File: src/include/seq_config.svh
`ifndef SEQ_CONFIG_SVH
`define SEQ_CONFIG_SVH

// Sequence field widths
`define SEQ_LL_BITS 17
`define SEQ_ML_BITS 17
`define SEQ_OFFSET_BITS 22

// Lanes per packet and lane index width
`define SEQ_PACKET_SIZE 4
`define SEQ_IDX_BITS 2

// Input buffering
`define SEQ_FIFO_DEPTH 8

// Sum of up to SEQ_PACKET_SIZE lengths needs SEQ_IDX_BITS of headroom
`define SEQ_TOTAL_BITS 19

// Lane count holds 0 to SEQ_PACKET_SIZE
`define SEQ_CNT_BITS 3

`endif

File: src/seq_pkg.sv
`include "seq_config.svh"

`default_nettype none

package seq_pkg;

  // Per-field types
  typedef logic [`SEQ_LL_BITS-1:0] seq_ll_t;
  typedef logic [`SEQ_ML_BITS-1:0] seq_ml_t;
  typedef logic [`SEQ_OFFSET_BITS-1:0] seq_off_t;

  // One sequence as it travels through the FIFO
  typedef struct packed {
    seq_ll_t  ll;
    seq_ml_t  ml;
    seq_off_t offset;
    logic     eoj;
    seq_ml_t  overlap_len;
    logic     delim;
  } seq_entry_t;

  // Per-packet totals
  typedef logic [`SEQ_TOTAL_BITS-1:0] seq_total_t;
  typedef logic [`SEQ_CNT_BITS-1:0] seq_cnt_t;

  // Packer FSM
  typedef enum logic {
    S_LOAD,
    S_FLUSH
  } packer_state_t;

endpackage

`default_nettype wire

File: src/seq_fifo.sv
`include "seq_config.svh"

`default_nettype none

module seq_fifo
  import seq_pkg::*;
(
  input  logic       clk,
  input  logic       rst_n,
  input  logic       i_valid,
  input  seq_entry_t i_entry,
  output logic       o_ready,
  output logic       o_valid,
  output seq_entry_t o_entry,
  input  logic       i_ready
);

  localparam int unsigned PTR_BITS = $clog2(`SEQ_FIFO_DEPTH);
  localparam int unsigned CNT_BITS = $clog2(`SEQ_FIFO_DEPTH + 1);
  localparam logic [PTR_BITS-1:0] LAST_PTR = PTR_BITS'(`SEQ_FIFO_DEPTH - 1);
  localparam logic [CNT_BITS-1:0] FULL_CNT = CNT_BITS'(`SEQ_FIFO_DEPTH);

  seq_entry_t mem [0:`SEQ_FIFO_DEPTH-1];

  logic [PTR_BITS-1:0] wr_ptr_q;
  logic [PTR_BITS-1:0] rd_ptr_q;
  logic [CNT_BITS-1:0] count_q;
  logic                push;
  logic                pop;

  assign o_ready = (count_q != FULL_CNT);
  assign o_valid = (count_q != '0);
  assign o_entry = mem[rd_ptr_q];

  assign push = i_valid && o_ready;
  assign pop  = o_valid && i_ready;

  always_ff @(posedge clk) begin
    if (push) begin
      mem[wr_ptr_q] <= i_entry;
    end
  end

  always_ff @(posedge clk) begin
    if (!rst_n) begin
      wr_ptr_q <= '0;
      rd_ptr_q <= '0;
      count_q  <= '0;
    end else begin
      if (push) begin
        wr_ptr_q <= (wr_ptr_q == LAST_PTR) ? '0 : wr_ptr_q + 1'b1;
      end
      if (pop) begin
        rd_ptr_q <= (rd_ptr_q == LAST_PTR) ? '0 : rd_ptr_q + 1'b1;
      end
      // Push and pop together leave occupancy alone
      if (push && !pop) begin
        count_q <= count_q + 1'b1;
      end else if (pop && !push) begin
        count_q <= count_q - 1'b1;
      end
    end
  end

endmodule

`default_nettype wire

File: src/seq_pack_top.sv
`include "seq_config.svh"

`default_nettype none

module seq_pack_top
  import seq_pkg::*;
(
  input  logic                                      clk,
  input  logic                                      rst_n,

  input  logic                                      i_valid,
  input  seq_ll_t                                   i_ll,
  input  seq_ml_t                                   i_ml,
  input  seq_off_t                                  i_offset,
  input  logic                                      i_eoj,
  input  seq_ml_t                                   i_overlap_len,
  input  logic                                      i_delim,
  output logic                                      o_in_ready,

  output logic                                      o_valid,
  output logic [`SEQ_PACKET_SIZE-1:0]               o_strb,
  output logic [`SEQ_PACKET_SIZE*`SEQ_LL_BITS-1:0]     o_ll,
  output logic [`SEQ_PACKET_SIZE*`SEQ_ML_BITS-1:0]     o_ml,
  output logic [`SEQ_PACKET_SIZE*`SEQ_OFFSET_BITS-1:0] o_offset,
  output logic [`SEQ_PACKET_SIZE*`SEQ_ML_BITS-1:0]     o_overlap,
  output logic [`SEQ_PACKET_SIZE-1:0]               o_eoj,
  output logic [`SEQ_PACKET_SIZE-1:0]               o_delim,
  output seq_cnt_t                                  o_count,
  output seq_total_t                                o_lit_total,
  output seq_total_t                                o_match_total,
  input  logic                                      i_ready
);

  // Packer to summer
  logic                                      pk_valid;
  logic                                      pk_ready;
  logic [`SEQ_PACKET_SIZE-1:0]               pk_strb;
  logic [`SEQ_PACKET_SIZE*`SEQ_LL_BITS-1:0]     pk_ll;
  logic [`SEQ_PACKET_SIZE*`SEQ_ML_BITS-1:0]     pk_ml;
  logic [`SEQ_PACKET_SIZE*`SEQ_OFFSET_BITS-1:0] pk_offset;
  logic [`SEQ_PACKET_SIZE*`SEQ_ML_BITS-1:0]     pk_overlap;
  logic [`SEQ_PACKET_SIZE-1:0]               pk_eoj;
  logic [`SEQ_PACKET_SIZE-1:0]               pk_delim;

  seq_packer u_packer (
    .clk           (clk),
    .rst_n         (rst_n),
    .i_valid       (i_valid),
    .i_ll          (i_ll),
    .i_ml          (i_ml),
    .i_offset      (i_offset),
    .i_eoj         (i_eoj),
    .i_overlap_len (i_overlap_len),
    .i_delim       (i_delim),
    .o_ready       (o_in_ready),
    .o_valid       (pk_valid),
    .o_strb        (pk_strb),
    .o_ll          (pk_ll),
    .o_ml          (pk_ml),
    .o_offset      (pk_offset),
    .o_overlap     (pk_overlap),
    .o_eoj         (pk_eoj),
    .o_delim       (pk_delim),
    .i_ready       (pk_ready)
  );

  seq_packet_summer u_summer (
    .clk           (clk),
    .rst_n         (rst_n),
    .i_valid       (pk_valid),
    .i_strb        (pk_strb),
    .i_ll          (pk_ll),
    .i_ml          (pk_ml),
    .i_offset      (pk_offset),
    .i_overlap     (pk_overlap),
    .i_eoj         (pk_eoj),
    .i_delim       (pk_delim),
    .o_ready       (pk_ready),
    .o_valid       (o_valid),
    .o_strb        (o_strb),
    .o_ll          (o_ll),
    .o_ml          (o_ml),
    .o_offset      (o_offset),
    .o_overlap     (o_overlap),
    .o_eoj         (o_eoj),
    .o_delim       (o_delim),
    .o_count       (o_count),
    .o_lit_total   (o_lit_total),
    .o_match_total (o_match_total),
    .i_ready       (i_ready)
  );

endmodule

`default_nettype wire

File: src/seq_packer.sv
`include "seq_config.svh"

`default_nettype none

module seq_packer
  import seq_pkg::*;
(
  input  logic                                      clk,
  input  logic                                      rst_n,

  input  logic                                      i_valid,
  input  seq_ll_t                                   i_ll,
  input  seq_ml_t                                   i_ml,
  input  seq_off_t                                  i_offset,
  input  logic                                      i_eoj,
  input  seq_ml_t                                   i_overlap_len,
  input  logic                                      i_delim,
  output logic                                      o_ready,

  output logic                                      o_valid,
  output logic [`SEQ_PACKET_SIZE-1:0]               o_strb,
  output logic [`SEQ_PACKET_SIZE*`SEQ_LL_BITS-1:0]     o_ll,
  output logic [`SEQ_PACKET_SIZE*`SEQ_ML_BITS-1:0]     o_ml,
  output logic [`SEQ_PACKET_SIZE*`SEQ_OFFSET_BITS-1:0] o_offset,
  output logic [`SEQ_PACKET_SIZE*`SEQ_ML_BITS-1:0]     o_overlap,
  output logic [`SEQ_PACKET_SIZE-1:0]               o_eoj,
  output logic [`SEQ_PACKET_SIZE-1:0]               o_delim,
  input  logic                                      i_ready
);

  localparam logic [`SEQ_IDX_BITS-1:0] LAST_IDX = `SEQ_IDX_BITS'(`SEQ_PACKET_SIZE - 1);

  seq_entry_t in_entry;
  seq_entry_t head;
  logic       head_valid;
  logic       head_ready;
  logic       take;
  logic       close_pkt;

  packer_state_t               state_q;
  logic [`SEQ_IDX_BITS-1:0]    idx_q;
  logic [`SEQ_PACKET_SIZE-1:0] strb_q;
  logic [`SEQ_PACKET_SIZE-1:0] eoj_q;
  logic [`SEQ_PACKET_SIZE-1:0] delim_q;

  seq_ll_t  ll_q      [0:`SEQ_PACKET_SIZE-1];
  seq_ml_t  ml_q      [0:`SEQ_PACKET_SIZE-1];
  seq_off_t offset_q  [0:`SEQ_PACKET_SIZE-1];
  seq_ml_t  overlap_q [0:`SEQ_PACKET_SIZE-1];

  assign in_entry = '{
    ll:          i_ll,
    ml:          i_ml,
    offset:      i_offset,
    eoj:         i_eoj,
    overlap_len: i_overlap_len,
    delim:       i_delim
  };

  seq_fifo u_fifo (
    .clk     (clk),
    .rst_n   (rst_n),
    .i_valid (i_valid),
    .i_entry (in_entry),
    .o_ready (o_ready),
    .o_valid (head_valid),
    .o_entry (head),
    .i_ready (head_ready)
  );

  // FIFO is only drained while filling lanes
  assign head_ready = (state_q == S_LOAD);
  assign take       = head_valid && head_ready;
  assign close_pkt  = (idx_q == LAST_IDX) || head.eoj;

  // Lane payload
  always_ff @(posedge clk) begin
    if (take) begin
      ll_q[idx_q]      <= head.ll;
      ml_q[idx_q]      <= head.ml;
      offset_q[idx_q]  <= head.offset;
      overlap_q[idx_q] <= head.overlap_len;
    end
  end

  always_ff @(posedge clk) begin
    if (!rst_n) begin
      state_q <= S_LOAD;
      idx_q   <= '0;
      strb_q  <= '0;
      eoj_q   <= '0;
      delim_q <= '0;
    end else begin
      case (state_q)
        S_LOAD: begin
          if (take) begin
            strb_q[idx_q]  <= 1'b1;
            eoj_q[idx_q]   <= head.eoj;
            delim_q[idx_q] <= head.delim;
            if (close_pkt) begin
              state_q <= S_FLUSH;
            end else begin
              idx_q <= idx_q + 1'b1;
            end
          end
        end
        S_FLUSH: begin
          // Clear lane flags once the packet is taken
          if (i_ready) begin
            state_q <= S_LOAD;
            idx_q   <= '0;
            strb_q  <= '0;
            eoj_q   <= '0;
            delim_q <= '0;
          end
        end
        default: state_q <= S_LOAD;
      endcase
    end
  end

  assign o_valid = (state_q == S_FLUSH);
  assign o_strb  = strb_q;
  assign o_eoj   = eoj_q;
  assign o_delim = delim_q;

  // Flatten lanes with lane 0 in the low bits
  for (genvar g = 0; g < `SEQ_PACKET_SIZE; g++) begin : g_lane
    assign o_ll[g*`SEQ_LL_BITS +: `SEQ_LL_BITS]             = ll_q[g];
    assign o_ml[g*`SEQ_ML_BITS +: `SEQ_ML_BITS]             = ml_q[g];
    assign o_offset[g*`SEQ_OFFSET_BITS +: `SEQ_OFFSET_BITS] = offset_q[g];
    assign o_overlap[g*`SEQ_ML_BITS +: `SEQ_ML_BITS]        = overlap_q[g];
  end

endmodule

`default_nettype wire

File: src/seq_packet_summer.sv
`include "seq_config.svh"

`default_nettype none

module seq_packet_summer
  import seq_pkg::*;
(
  input  logic                                      clk,
  input  logic                                      rst_n,

  input  logic                                      i_valid,
  input  logic [`SEQ_PACKET_SIZE-1:0]               i_strb,
  input  logic [`SEQ_PACKET_SIZE*`SEQ_LL_BITS-1:0]     i_ll,
  input  logic [`SEQ_PACKET_SIZE*`SEQ_ML_BITS-1:0]     i_ml,
  input  logic [`SEQ_PACKET_SIZE*`SEQ_OFFSET_BITS-1:0] i_offset,
  input  logic [`SEQ_PACKET_SIZE*`SEQ_ML_BITS-1:0]     i_overlap,
  input  logic [`SEQ_PACKET_SIZE-1:0]               i_eoj,
  input  logic [`SEQ_PACKET_SIZE-1:0]               i_delim,
  output logic                                      o_ready,

  output logic                                      o_valid,
  output logic [`SEQ_PACKET_SIZE-1:0]               o_strb,
  output logic [`SEQ_PACKET_SIZE*`SEQ_LL_BITS-1:0]     o_ll,
  output logic [`SEQ_PACKET_SIZE*`SEQ_ML_BITS-1:0]     o_ml,
  output logic [`SEQ_PACKET_SIZE*`SEQ_OFFSET_BITS-1:0] o_offset,
  output logic [`SEQ_PACKET_SIZE*`SEQ_ML_BITS-1:0]     o_overlap,
  output logic [`SEQ_PACKET_SIZE-1:0]               o_eoj,
  output logic [`SEQ_PACKET_SIZE-1:0]               o_delim,
  output seq_cnt_t                                  o_count,
  output seq_total_t                                o_lit_total,
  output seq_total_t                                o_match_total,
  input  logic                                      i_ready
);

  logic       valid_q;
  logic       load;
  seq_cnt_t   count_d;
  seq_total_t lit_d;
  seq_total_t match_d;

  // Register frees up in the same cycle it drains
  assign o_ready = !valid_q || i_ready;
  assign load    = i_valid && o_ready;

  // Popcount and strobe-masked sums
  always_comb begin
    count_d = '0;
    lit_d   = '0;
    match_d = '0;
    for (int i = 0; i < `SEQ_PACKET_SIZE; i++) begin
      if (i_strb[i]) begin
        count_d = count_d + 1'b1;
        lit_d   = lit_d + seq_total_t'(i_ll[i*`SEQ_LL_BITS +: `SEQ_LL_BITS]);
        match_d = match_d + seq_total_t'(i_ml[i*`SEQ_ML_BITS +: `SEQ_ML_BITS]);
      end
    end
  end

  always_ff @(posedge clk) begin
    if (!rst_n) begin
      valid_q <= 1'b0;
    end else if (load) begin
      valid_q <= 1'b1;
    end else if (i_ready) begin
      valid_q <= 1'b0;
    end
  end

  // Packet and totals held until accepted downstream
  always_ff @(posedge clk) begin
    if (load) begin
      o_strb        <= i_strb;
      o_ll          <= i_ll;
      o_ml          <= i_ml;
      o_offset      <= i_offset;
      o_overlap     <= i_overlap;
      o_eoj         <= i_eoj;
      o_delim       <= i_delim;
      o_count       <= count_d;
      o_lit_total   <= lit_d;
      o_match_total <= match_d;
    end
  end

  assign o_valid = valid_q;

endmodule

`default_nettype wire

File: config.mk
export PLATFORM = sky130hd
export DESIGN_NAME = seq_pack_top
export DESIGN_NICKNAME = d
export VERILOG_FILES = /design/src/seq_pkg.sv /design/src/seq_fifo.sv /design/src/seq_pack_top.sv /design/src/seq_packer.sv /design/src/seq_packet_summer.sv
export VERILOG_INCLUDE_DIRS = /design/src /design/src/include
export SDC_FILE = /design/constraint.sdc
export NUM_CORES = 1
export LEC_CHECK = 0
export BUFFER_PORTS_ARGS = -buffer_cell sky130_fd_sc_hd__buf_4
export CAP_MARGIN = 40
export CORE_UTILIZATION = 34
export DETAILED_ROUTE_END_ITERATION = 12
export PLACE_DENSITY = 0.46
export SLEW_MARGIN = 20
export SYNTH_ARGS = -nofsm -noshare
export SYNTH_HDL_FRONTEND = slang
export SYNTH_HIERARCHICAL = 1
export SYNTH_SLANG_ARGS = --single-unit
File: constraint.sdc
create_clock -name clk -period 11.1 [get_ports clk]
set_input_delay 0.555 -clock clk [delete_from_list [all_inputs] [get_ports clk]]
set_output_delay 0.555 -clock clk [all_outputs]
set_load 0.02 [all_outputs]
# Word level (Yosys, flattened, before mapping)
# Memory sizes are Yosys's and may differ from the RTL's. A register that Yosys moved wholly into a read port is not among the register bits.
# Index checks and enable logic that the tools add are counted.
word_totals:
  memories: 5
  wordCells: 106
  register_bits: 215
  ramBits: 892
  inputBits: 79
  output_inout_bits: 347
memory_table:
  columns: ["memory", "depth", "width", "rd", "rd_ports_with_merged_regs", "write_ports", "line_no", "source"]
  rows:
  - ["u_packer.u_fifo.mem", 8, 75, 1, 1, 1, "seq_fifo.sv:23", "seq_entry_t mem [0:`SEQ_FIFO_DEPTH-1];"]
  - ["u_packer.offset_q", 4, 22, 4, 4, 1, "seq_packer.sv:48", "seq_off_t offset_q [0:`SEQ_PACKET_SIZE-1];"]
  - ["u_packer.ll_q", 4, 17, 4, 0, 1, "seq_packer.sv:46", "seq_ll_t ll_q [0:`SEQ_PACKET_SIZE-1];"]
  - ["u_packer.ml_q", 4, 17, 4, 0, 1, "seq_packer.sv:47", "seq_ml_t ml_q [0:`SEQ_PACKET_SIZE-1];"]
  - ["u_packer.overlap_q", 4, 17, 4, 4, 1, "seq_packer.sv:49", "seq_ml_t overlap_q [0:`SEQ_PACKET_SIZE-1];"]
classes:
  n_mux: 43
  reduce_logical: 16
  bitwise_logic: 2
  eq_ne: 7
  n_lt_le_gt_ge: 2
  addsub: 14
op_table:
  columns: ["cell", "count"]
  rows:
  - ["$mux W19", 6]
  - ["$add A19 B17 Y19", 4]
  - ["$add A17 B17 Y18", 2]
  - ["$mux W17", 2]
  - ["$mux W4", 6]
  - ["$pmux W4 S2", 3]
  - ["$mux W3", 7]
  - ["$add A3 B1 Y3 const B", 4]
  - ["$mux W1", 11]
  - ["$bwmux W4", 2]
  - ["$eq A3 B3 Y1 const B", 2]
  - ["$logic_and A1 B1 Y1", 6]
  - ["$mux W2", 3]
  - ["$add A4 B1 Y4 const B", 1]
  - ["$ne A2 B2 Y1 const B", 2]
  - ["$ne A4 B4 Y1 const B", 1]
  - ["$or A4 B4 Y4", 1]
  - ["$pmux W2 S2", 1]
  - ["$reduce_bool A2 Y1", 2]
  - ["$reduce_bool A4 Y1", 1]
  - ["$sub A4 B1 Y4 const B", 1]
  - ["$logic_not A1 Y1", 3]
  - ["$lt A2 B3 Y1 const B", 1]
  - ["$reduce_and A3 Y1", 1]
  - ["other kinds (10)", 11]

# Depth between registers and ports, before layout
# Gate-level depths: netlist of the first run.
# An unclocked memory read counts as a cell.
depth:
  depth_word: 8
  depth_mapped: 37
  ltp_nobuf: 30

# Cells and area by module
# Netlist of the first run, hierarchy kept.
modules_own_cells:
  columns: ["mod", "seq_area_each_um2", "area_per_inst_um2", "cells_each", "instances"]
  rows:
  - ["seq_fifo", 18277.5, 23154.7, 942, 1]
  - ["seq_packet_summer", 10380.0, 17131.4, 1311, 1]
  - ["seq_packer", 9068.7, 9362.7, 355, 1]

# Worst setup path after synthesis of the first run
# OpenSTA, ideal clock, no wires.
synth_timing:
  kind: "input port to flip-flop"
  from: "in i_ready"
  to: "reg u_summer.o_count[0], enable pin"
  path_buffers: 0
  setup_slack_ns: 1.826
  path_stages: 2
  arrival_ns: 8.522
  setup_time_ns: 0.752
  t_required_ns: 10.348
  path_cell_list: "nand2b_1 and2_1"
synth_between:
  elab_chain_cells: 2
synth_lines:
  columns: ["item", "line_no", "source"]
  rows:
  - ["from (decl)", "seq_pack_top.sv:31", "input logic i_ready"]
  - ["$logic_or A1 B1 Y1", "seq_packet_summer.sv:42", "assign o_ready = !valid_q || i_ready;"]
  - ["$logic_and A1 B1 Y1", "seq_packet_summer.sv:43", "assign load = i_valid && o_ready;"]
  - ["named net u_summer.load", "seq_packet_summer.sv:36", "logic load;"]
  - ["to (signal assigned)", "seq_packet_summer.sv:79", "o_count <= count_d;"]
  - ["to (decl)", "seq_packet_summer.sv:29", "output seq_cnt_t o_count,"]
# The timed path passes the listed nets, and every way through them passes these cells.
# A chain may end at the register's enable or synchronous reset.

# Worst setup path after layout of the first run
layout_timing:
  from: "reg u_packer.strb_q[0], in the netlist u_packer/o_strb[0]"
  to: "reg u_summer.o_lit_total[18], data pin"
layout_between:
  elab_chain_cells: 7
layout_lines:
  columns: ["item", "line_no", "source"]
  rows:
  - ["from (decl)", "seq_packer.sv:42", "logic [`SEQ_PACKET_SIZE-1:0] strb_q;"]
  - ["from (signal assigned)", "seq_packer.sv:90", "strb_q <= '0;"]
  - ["from (signal, indexed assignment)", "seq_packer.sv:97", "strb_q[idx_q] <= 1'b1;"]
  - ["from (signal assigned)", "seq_packer.sv:112", "strb_q <= '0;"]
  - ["$mux W17 *", "seq_packet_summer.sv:51", "if (i_strb[i]) begin"]
  - ["$add A17 B17 Y18", "seq_packet_summer.sv:53", "lit_d = lit_d + seq_total_t'(i_ll[i*`SEQ_LL_BITS +: `SEQ_LL_BITS]);"]
  - ["$mux W19 *", "seq_packet_summer.sv:51", null]
  - ["$add A19 B17 Y19", "seq_packet_summer.sv:53", null]
  - ["$mux W19 *", "seq_packet_summer.sv:51", null]
  - ["$add A19 B17 Y19", "seq_packet_summer.sv:53", null]
  - ["$mux W19 *", "seq_packet_summer.sv:51", null]
  - ["named net u_summer.lit_d[18]", "seq_packet_summer.sv:38", "seq_total_t lit_d;"]
  - ["to (signal assigned)", "seq_packet_summer.sv:80", "o_lit_total <= lit_d;"]
  - ["to (decl)", "seq_packet_summer.sv:30", "output seq_total_t o_lit_total,"]
# Mark *: on every way through the listed nets, which the timed path passes. The rest lies on a longest branch.

==> flow_summary.toml, run 1 <==
[sta]
tns_ns = 0
setup_viol = 0
fin_ws_ns = 3.765
finalMaxSlewViolations = 0
rsz0062_at_grt = "no"
maxSlewHeadroom_pct = 42.59
fmax_mhz = 136.3
period_needed_ns = 7.335
worst_pin_slew_ns = 0.8612
finalCritPeriodShare_pct = 66.08
clock_skew_ns = 0.03401
hold_viol_final = 0
whs_ns = 0.1498

[floorplan]
initial_core_util_pct = 34.44
core_sq_mm = 0.1442
die_x_microns = 384.1
die_area_sq_mm = 0.1476
ios = 426
die_y_microns = 384.1
rows = 139

[global_routing]
grt_max_degree = 148
track_usage_pct = 16.64
grt_pass1_wl_mm = 181.0
grt-ovfl-total = 0
antenna_found_initial = 14
grt_pass1_vias = 27360

[clocking]
max-clock-path-buffers = 3
post-cts-setup-buffers = 0
cts_resized = 0
clk_latency_ns = 0.76
clkSinkCount = 1266
cts_made_buffers = 142
cts_root_buf = "clkbuf_16"
clk_pin_slew_ns = 0.06
cts_tree = "done"
holdBufCountCts = 75
htreeDepth = 4

[routing]
routed_wl_mm = 124.3
viasPerCell = 4.952
drt_iter0_drc = 1613
vias = 25950
wl_per_cell_microns = 23.72
dr.pass1.iters = 5
route.antenna.remaining_nets = 0
drc = 0

[pwr]
vdd_drop_max_mv = 0.1519
p_leak_nw = 20.95
power_density_mw_per_mm2 = 265.3

[logic_synthesis]
synth_largest_area_cell = "edfxtp_1"
yosysWarnings = 6
ys_ff_latch = 1266
synth-seq-area-share_pct = 75.99
yosys.area.top_type_share_pct = 74.82
synth_edf_count = 1237
synth_area_per_cell_sq_um = 19.04
ys_async_sr_fraction_pct = 0
syn_area_sq_mm = 0.04965
synth_cells = 2608
synth_flop_cell = "edfxtp_1"
yosysUniqueCellTypes = 96
yosys-top-cells-area = "edfxtp_1 (75%), mux4_2 (6.8%), ha_1 (2.9%)"
syn-num-nets = 2806

[worst_setup_path]
critPathSlowestCell = "o31ai_1"
cp-start-kind = "flop"
cp.arrival_ns = 7.83
cpMostUsedCell = "ha_1"
path_max_fanout = 62
max_stage_delay_ns = 0.59
worstSetupEndpointType = "flop"
worstPathRequired_ns = 11.60
path_class = "reg2reg"

[final_layout]
finalNetCount = 3419
drive_gt1_share_pct = 29.66
area_delta_synth_final_pct = 22.47
finalNonFillerCells = 5239
final_util_pct = 42.17

[outcome]
status = "finished clean"

[placement]
port_buffers = 425
gp_congestion = 0.8504
dp_worst_setup_slack_ns = 3.806
hpwl_mm = 79.73
placedCellCount = 4902

[worst_hold_path]
min_path_type = "in2reg"

[flow_run]
cap_violations = 0
## stage by stage
step                power (W)  cell area (sq um)
floorplan             0.01011              49650
global placement      0.01160              55160
detailed placement    0.01172              55400
CTS                   0.01635              60720
global route          0.01693              60800
finish                0.01613              60810
## state kept, by name (all words and copies together) (netlist names), named ones only
name	cells
u_packer/idx_q	2
u_packer/ll_q	68
u_packer/ml_q	68
u_packer/o_delim	4
u_packer/o_eoj	4
u_packer/o_strb	4
u_packer/o_valid	1
u_packer/offset_q	88
u_packer/overlap_q	68
u_packer/u_fifo/count_q	4
u_packer/u_fifo/mem	600
u_packer/u_fifo/rd_ptr_q	3
u_packer/u_fifo/wr_ptr_q	3
u_summer/o_count	3
u_summer/o_delim	4
u_summer/o_eoj	4
u_summer/o_lit_total	19
u_summer/o_ll	68
u_summer/o_match_total	19
u_summer/o_ml	68
u_summer/o_offset	88
u_summer/o_overlap	68
u_summer/o_strb	4
u_summer/o_valid	1
## final cells by class
type	instances	area, sq um
clock buffers	172	3686
fillers	12710	83370
inverters	46	182.7
repair buffers	552	4558
well taps	1903	2381
clock inverters	82	884.6
diodes	5	12.51
flip-flops and latches	1266	37740
multi-input cells	1213	11360
## cells in the mapped netlist (all sizes together) (10+ instances only)
cell	count
a211oi	19
a21boi	15
a21o	24
a21oi	81
a31oi	11
and2	24
and3	12
buf	43
clkbuf	40
dfxtp	29
edfxtp	1237
ha	114
inv	43
mux2	112
mux4	150
nand2	120
nand2b	22
nand3	31
nor2	90
nor2b	10
nor3	26
o21a	22
o21ai	85
xnor2	53
xor2	41
## power breakdown
| group | internal, W | total, W | switching (W) |
|---|---|---|---|
| clock | 0.00259 | 0.00452 | 0.00193 |
| sequential | 0.00649 | 0.00691 | 0.000420 |
| combinational | 0.00188 | 0.00469 | 0.00282 |
| total | 0.0110 | 0.0161 | 0.00517 |
## final timing paths
check / startpoint / to / slack, ns / cells after the start
min: rst_n / u_packer/idx_q[1] / 0.15 / 3
max: u_packer/o_strb[0] / u_summer/o_lit_total[18] / 3.76 / 28
min reg2reg: u_packer/offset_q[3][12] / u_summer/o_offset[78] / 0.41 / 0
max reg2reg: u_packer/o_strb[0] / u_summer/o_lit_total[18] / 3.76 / 28
## critical path: cells and delay by family, from the launching register on
family,cells,cell delay [ns]
simple gates,6,0.69
flops,1,0.31
buf+inv,1,0.54
compound gates,12,3.33
fa+ha+maj,4,1.19
xor+xnor,3,0.55
mux,2,0.42
## logic make-up after synthesis
kind of cell / after synthesis / share of synthesized area [%]
AO/OA/AOI/OAI: 352 / 4.849
XOR/XNOR: 94 / 1.658
adder cells (fa/ha/maj): 122 / 3.140
buffers and inverters: 129 / 1.237
flip-flops: 1266 / 75.99
multiplexers: 270 / 9.513
AND/OR/NAND/NOR: 375 / 3.616
## placed cells by master, fill, tap and decap left out, types with 31 or more instances in the layout
cell type / Yosys / layout
inv_1: 42 / 38
buf_4: 0 / 463
nand3_1: 31 / 31
mux4_2: 150 / 150
nand2_1: 120 / 120
clkinv_1: 3 / 31
clkbuf_16: 0 / 142
xnor2_1: 53 / 53
dlygate4sd3_1: 0 / 75
a21oi_1: 78 / 78
ha_1: 114 / 114
edfxtp_1: 1237 / 1237
o21ai_0: 77 / 77
mux2_2: 111 / 111
nor2_1: 90 / 87
xor2_1: 41 / 41
## layer usage
layer | routed length (microns) | global-route usage (%) | vias to the layer above
met3 | 6506 | 3.712 | 186
li1 | - | - | 11680
met2 | 60580 | 27.74 | 676
met4 | 2526 | 4.382 | 18
met5 | 110 | 0 | -
met1 | 54530 | 21.86 | 13390
Note: power is estimated with default switching activity, not from simulation.
==> inputs of run 2 (changes only) <==
--- a/config.mk
+++ b/config.mk
@@ -10,7 +10,7 @@
 export CAP_MARGIN = 40
 export CORE_UTILIZATION = 34
 export DETAILED_ROUTE_END_ITERATION = 12
-export PLACE_DENSITY = 0.46
+export PLACE_DENSITY = 0.48
 export SLEW_MARGIN = 20
 export SYNTH_ARGS = -nofsm -noshare
 export SYNTH_HDL_FRONTEND = slang
==> constraint.sdc (replaced) <==
create_clock -name clk -period 6 [get_ports clk]
set_input_delay 0.3 -clock clk [delete_from_list [all_inputs] [get_ports clk]]
set_output_delay 0.3 -clock clk [all_outputs]
set_load 0.02 [all_outputs]
==> run 2 against run 1 <==
Register-to-register slack got worse by 3.6 ns. Sequential share of layout area fell by 0.89 points. Clock skew fell by 0.0067 ns. Via count rose by 0.46%. Flip-flop and latch count did not move. Non-clock buffer count rose by 70. Clock-buffer cell count rose by 1. Final area rose by 1.5%. Maximum frequency rose by 25%. Final cell count rose by 1.2%. Worst hold slack improved by 0.0076 ns.
==> flow_summary.toml, run 2 (synthesis gave the netlist of run 1 again) <==
[worst_setup_path]
cp-start-kind = "flop"
critPathTopFamily = "compound AO/OA/AOI/OAI gates"
worstPathRequired_ns = 6.51
worstSetupEndpointType = "flop"
max_stage_delay_ns = 0.38
worst-path-buf-inv = 2
critPathSlowestCell = "edfxtp_1"
cp.arrival_ns = 6.39
path_class = "reg2reg"
crit_cells = 30
cpMostUsedCell = "a21oi_2"
worstRegToRegCells = 30
path_max_fanout = 5

[global_routing]
grt-ovfl-total = 0
grt_max_degree = 145
grt_pass1_vias = 27450
grt_pass1_wl_mm = 177.2
antenna_found_initial = 15
track_usage_pct = 16.32

[sta]
clock_skew_ns = 0.02726
period_needed_ns = 5.881
tns_ns = 0
setup_viol = 0
hold_viol_final = 0
fmax_mhz = 170.0
finalMaxSlewViolations = 0
finalCritPeriodShare_pct = 98.02
whs_ns = 0.1573
maxSlewHeadroom_pct = 35.90
rsz0062_at_grt = "yes"
worst_pin_slew_ns = 0.9615

[clocking]
cts_made_buffers = 141
htreeDepth = 4
clk_latency_ns = 0.76
clk_pin_slew_ns = 0.06
cts_tree = "done"
clkSinkCount = 1266
max-clock-path-buffers = 3
cts_root_buf = "clkbuf_16"

[placement]
gp_congestion = 0.8321
port_buffers = 425
postPlaceCellArea_sq_mm = 0.05597
hpwl_mm = 77.65

[final_layout]
reg.largest.list = "u_packer/u_fifo/mem (600), u_packer/offset_q (88), u_summer/o_offset (88)"
area_delta_synth_final_pct = 24.26
regMostFlops = "u_packer/u_fifo/mem"
layout_commonest_cell = "edfxtp_1"
finalNetCount = 3488
drive_gt1_share_pct = 33.49
final_util_pct = 42.79
largest_reg_flops = 600
layout_common_cells = "edfxtp_1 (1,237), buf_4 (534), mux4_2 (150)"
design_area_sq_mm = 0.06170

[outcome]
status = "finished clean"

[routing]
wl_per_cell_microns = 22.89
routed_wl_mm = 121.4
drt_iter0_drc = 1521
dr.pass1.iters = 6
route.antenna.remaining_nets = 0
drc = 0
viasPerCell = 4.915
vias = 26070

[pwr]
power_w = 0.03023
power_density_mw_per_mm2 = 490.0
vdd_drop_max_mv = 0.3163
p_leak_nw = 21.32

[floorplan]
initial_core_util_pct = 34.44
die_area_sq_mm = 0.1476
rows = 139
ios = 426
die_y_microns = 384.1
core_sq_mm = 0.1442
die_x_microns = 384.1

[flow_run]
cap_violations = 0

[worst_hold_path]
hold_path_depth = 4
min_path_type = "in2reg"
[run 2: cell count changes in the layout (fill, tap and decap cells not counted), sizes merged]
cell | previous run | this run
clkinv | 66 | 57
buf | 477 | 545
clkbuf | 172 | 173
bufinv | 8 | 9
dlygate4sd3 | 75 | 77
clkinvlp | 5 | 9
diode | 5 | 2
[run 2: worst reg2reg max path: cells and delay by family (launching register included)]
family / cells / cell delay (ns)
fa+ha+maj: 4 / 0.86
compound gates: 17 / 2.81
buf+inv: 2 / 0.28
xor+xnor: 3 / 0.54
simple gates: 4 / 0.74
flops: 1 / 0.38
[run 2: layer usage]
metal / share of wire (%) / routed length (microns) / vias to the layer above / GRT usage [%]
met1: 44 / 52840 / 13310 / 21.34
li1: - / - / 11820 / -
met5: 0.13 / 160 / - / 0
met4: 2.6 / 3157 / 28 / 5.246
met2: 48 / 57930 / 692 / 26.41
met3: 6.0 / 7276 / 215 / 4.262
[run 2: final cells by class]
cell class | instances | area, sq um
antenna | 2 | 5.005
clock buffer | 173 | 3752
clock inverter | 78 | 725.7
fill | 12610 | 82480
inverter | 46 | 182.7
multi-input combinational | 1213 | 11910
sequential | 1266 | 37750
tap | 1903 | 2381
timing repair buffer | 622 | 4999
[run 2: worst paths after layout]
path / from / end / slack (ns)
setup / recovery: u_packer/ml_q[0][0] / u_summer/o_match_total[16] / 0.12
hold / removal: i_valid / u_packer/u_fifo/wr_ptr_q[2] / 0.16
setup reg to reg: u_packer/ml_q[0][0] / u_summer/o_match_total[16] / 0.12
hold reg to reg: u_packer/overlap_q[2][14] / u_summer/o_overlap[48] / 0.41
[run 2: per-stage QoR]
step | setup WS, ns | std cells
floorplan | -0.6500 | 2608
global placement | 0.01138 | 4958
finish | 0.1186 | 5303
CTS | 0.004740 | 5289
detailed placement | -0.09673 | 4961
global route | -0.2164 | 5302
[run 2: what timing repair did]
action                                  CTS  global route
buffers inserted                          0            11
hold buffers                             77             0
gates cloned                              0             0
resized for setup                         6            63
pin swaps                                 0            37
endpoints found under the setup margin    5            10
endpoints found under the hold margin   624             0
[run 2: power breakdown]
part           switching [W]  internal, W  total, W
combinational        0.00539      0.00379   0.00918
clock                0.00347      0.00485   0.00833
sequential          0.000715       0.0120    0.0127
total                0.00958       0.0207    0.0302
==> inputs of run 3 (changes only) <==
--- a/config.mk
+++ b/config.mk
@@ -10,7 +10,7 @@
 export CAP_MARGIN = 40
 export CORE_UTILIZATION = 34
 export DETAILED_ROUTE_END_ITERATION = 12
-export PLACE_DENSITY = 0.48
+export PLACE_DENSITY = 0.5
 export SLEW_MARGIN = 20
 export SYNTH_ARGS = -nofsm -noshare
 export SYNTH_HDL_FRONTEND = slang
==> run 3 against run 2 <==
Worst setup slack improved by 0.068 ns. Clock power is 3.8% higher. Global-route usage fell by 0.071 points. Via count up 0.68%. Largest power group unchanged.
==> flow_summary.toml, run 3 (synthesis gave the netlist of run 1 again) <==
[sta]
worst_pin_slew_ns = 0.9539
period_needed_ns = 5.813
setup_viol = 0
finalMaxSlewViolations = 0
fin_ws_ns = 0.1865
rsz0062_at_grt = "yes"
hold_viol_final = 0
maxSlewHeadroom_pct = 36.41
fmax_mhz = 172.0
clock_skew_ns = 0.02994
finalCritPeriodShare_pct = 96.89

[clocking]
cts_root_buf = "clkbuf_16"
max-clock-path-buffers = 3
htreeDepth = 4
clk_pin_slew_ns = 0.06
clkSinkCount = 1266
clk_latency_ns = 0.76
cts_tree = "done"
cts_made_buffers = 139

[final_layout]
drive_gt1_share_pct = 34.45
largest_reg_flops = 600
regMostFlops = "u_packer/u_fifo/mem"
layout.area.seq_sq_mm = 0.03775
multiInputGateArea_sq_mm = 0.01198
finalNetCount = 3514
n_fill_cell = 12590
layout_common_cells = "edfxtp_1 (1,237), buf_4 (554), mux4_2 (150)"
area_delta_synth_final_pct = 25.64
final_util_pct = 43.26
layout_commonest_cell = "edfxtp_1"
reg.largest.list = "u_packer/u_fifo/mem (600), u_packer/offset_q (88), u_summer/o_offset (88)"

[worst_setup_path]
rrSetupSlack_ns = 0.19
crit_end = "u_summer/o_match_total[18]"
cp-start-kind = "flop"
cp.arrival_ns = 6.41
cpMostUsedCell = "buf_4"
max_stage_delay_ns = 0.40
path_max_fanout = 5
worst_r2r_endpoint = "u_summer/o_match_total[18]"
r2r_start = "u_packer/ml_q[0][0]"
worstRegToRegCells = 28
critPathSlowestCell = "edfxtp_1"
critPathLaunch = "u_packer/ml_q[0][0]"
worstSetupEndpointType = "flop"
worstPathRequired_ns = 6.60
path_class = "reg2reg"

[outcome]
status = "finished clean"

[global_routing]
grt_pass1_vias = 27750
gr-usage-met2_pct = 26.75
grt-ovfl-total = 0
antenna_found_initial = 15
met1_usage_pct = 21.47
track_usage_pct = 16.25
grt_pass1_wl_mm = 177.5
busiest_layer = "met2"
met3_usage_pct = 3.893
grt_max_degree = 121

[floorplan]
ios = 426
die_area_sq_mm = 0.1476
initial_core_util_pct = 34.44
rows = 139
die_x_microns = 384.1
die_y_microns = 384.1
core_sq_mm = 0.1442

[pwr]
vdd_drop_max_mv = 0.3158
power_density_mw_per_mm2 = 492.5
p_leak_nw = 21.61

[routing]
dr.pass1.iters = 5
route.antenna.remaining_nets = 0
viasPerCell = 4.916
wl_per_cell_microns = 22.71
drc = 0
drt_iter0_drc = 1566
routed_wl_mm = 121.2
vias = 26240

[worst_hold_path]
min_path_type = "in2reg"
hold_path_depth = 4

[flow_run]
cap_violations = 0

[placement]
port_buffers = 425
gp_congestion = 0.8486
dp_worst_setup_slack_ns = -0.1342
hpwl_mm = 78.61
## run 3: changes by cell type in the layout (fill, tap and decap cells not counted), moves of 4 or more
cell       change
buf_4         +20
buf_16         +8
bufinv_16      +8
diode_2        +8
clkinv_1       -6
a21oi_2        +4
clkbuf_8       -4
clkinv_2       -4
nor2_1         +4
nor2_2         -4
nor3_1         -4
nor3_2         +4
xor2_1         -4
xor2_2         +4
## run 3: layer usage
| metal | part of all wire (%) | vias to the layer above | wire, microns |
|---|---|---|---|
| met2 | 48 | 686 | 58620 |
| met4 | 1.9 | 14 | 2328 |
| met1 | 44 | 13480 | 53210 |
| met5 | 0.077 | - | 93 |
| li1 | - | 11890 | - |
| met3 | 5.8 | 172 | 6972 |
## run 3: area by class of cell
type	count	share of cell area, %
clock buffer	173	5.985
antenna	10	0.04012
sequential	1266	60.51
clock inverter	77	1.534
inverter	46	0.2929
multi-input combinational	1213	19.21
timing repair buffer	650	8.607
tap	1903	3.817
## run 3: power breakdown
group / leakage (nW) / switching, W / internal [W]
Clock: 2.26 / 0.00347 / 0.00518
Sequential: 11.6 / 0.000732 / 0.0120
Combinational: 7.78 / 0.00542 / 0.00390
Total: 21.6 / 0.00962 / 0.0211
## run 3: worst min path at each step
stage                             startpoint  slack, ns                           to
floorplan                            i_delim       0.40    u_packer/u_fifo/mem[0][0]
global placement     u_packer/offset_q[2][0]       0.40        u_summer/o_offset[44]
detailed placement  u_packer/offset_q[3][14]       0.40        u_summer/o_offset[80]
CTS                                  i_valid       0.11  u_packer/u_fifo/wr_ptr_q[2]
global route                         i_valid       0.16  u_packer/u_fifo/wr_ptr_q[2]
finish                               i_ready       0.18           u_packer/o_strb[2]
## run 3: metrics by stage
stage | power [W] | cells | setup TNS (ns) | instance area [sq um] | hold slack (ns)
4_1_cts | 0.03083 | 5315 | 0 | 61810 | 0.1052
3_3_place_gp | 0.02173 | 4979 | 0 | 56090 | 0.4007
6_report | 0.03072 | 5338 | 0 | 62380 | 0.1794
5_1_grt | 0.03221 | 5333 | -0.4004 | 62360 | 0.1550
3_5_place_dp | 0.02198 | 4988 | -0.1342 | 56340 | 0.4045
2_1_floorplan | 0.01861 | 2608 | -146.37 | 49870 | 0.3989
## run 3: critical path, delay by kind of cell (launching register included)
family	cells	cell delay [ns]
xor gates and xnor gates	2	0.23
DFF	1	0.40
AOI/OAI and AO/OA	10	1.95
and+or+nand+nor	9	1.46
adders and majority gates	4	1.13
buffers and inverters	3	0.49
## run 3: timing repair
action,in CTS,in global routing
hold buffers,77,0
pin swaps,0,42
hold endpoints to repair,624,0
setup endpoints to repair,3,13
setup buffers,0,12
resized for setup,3,82
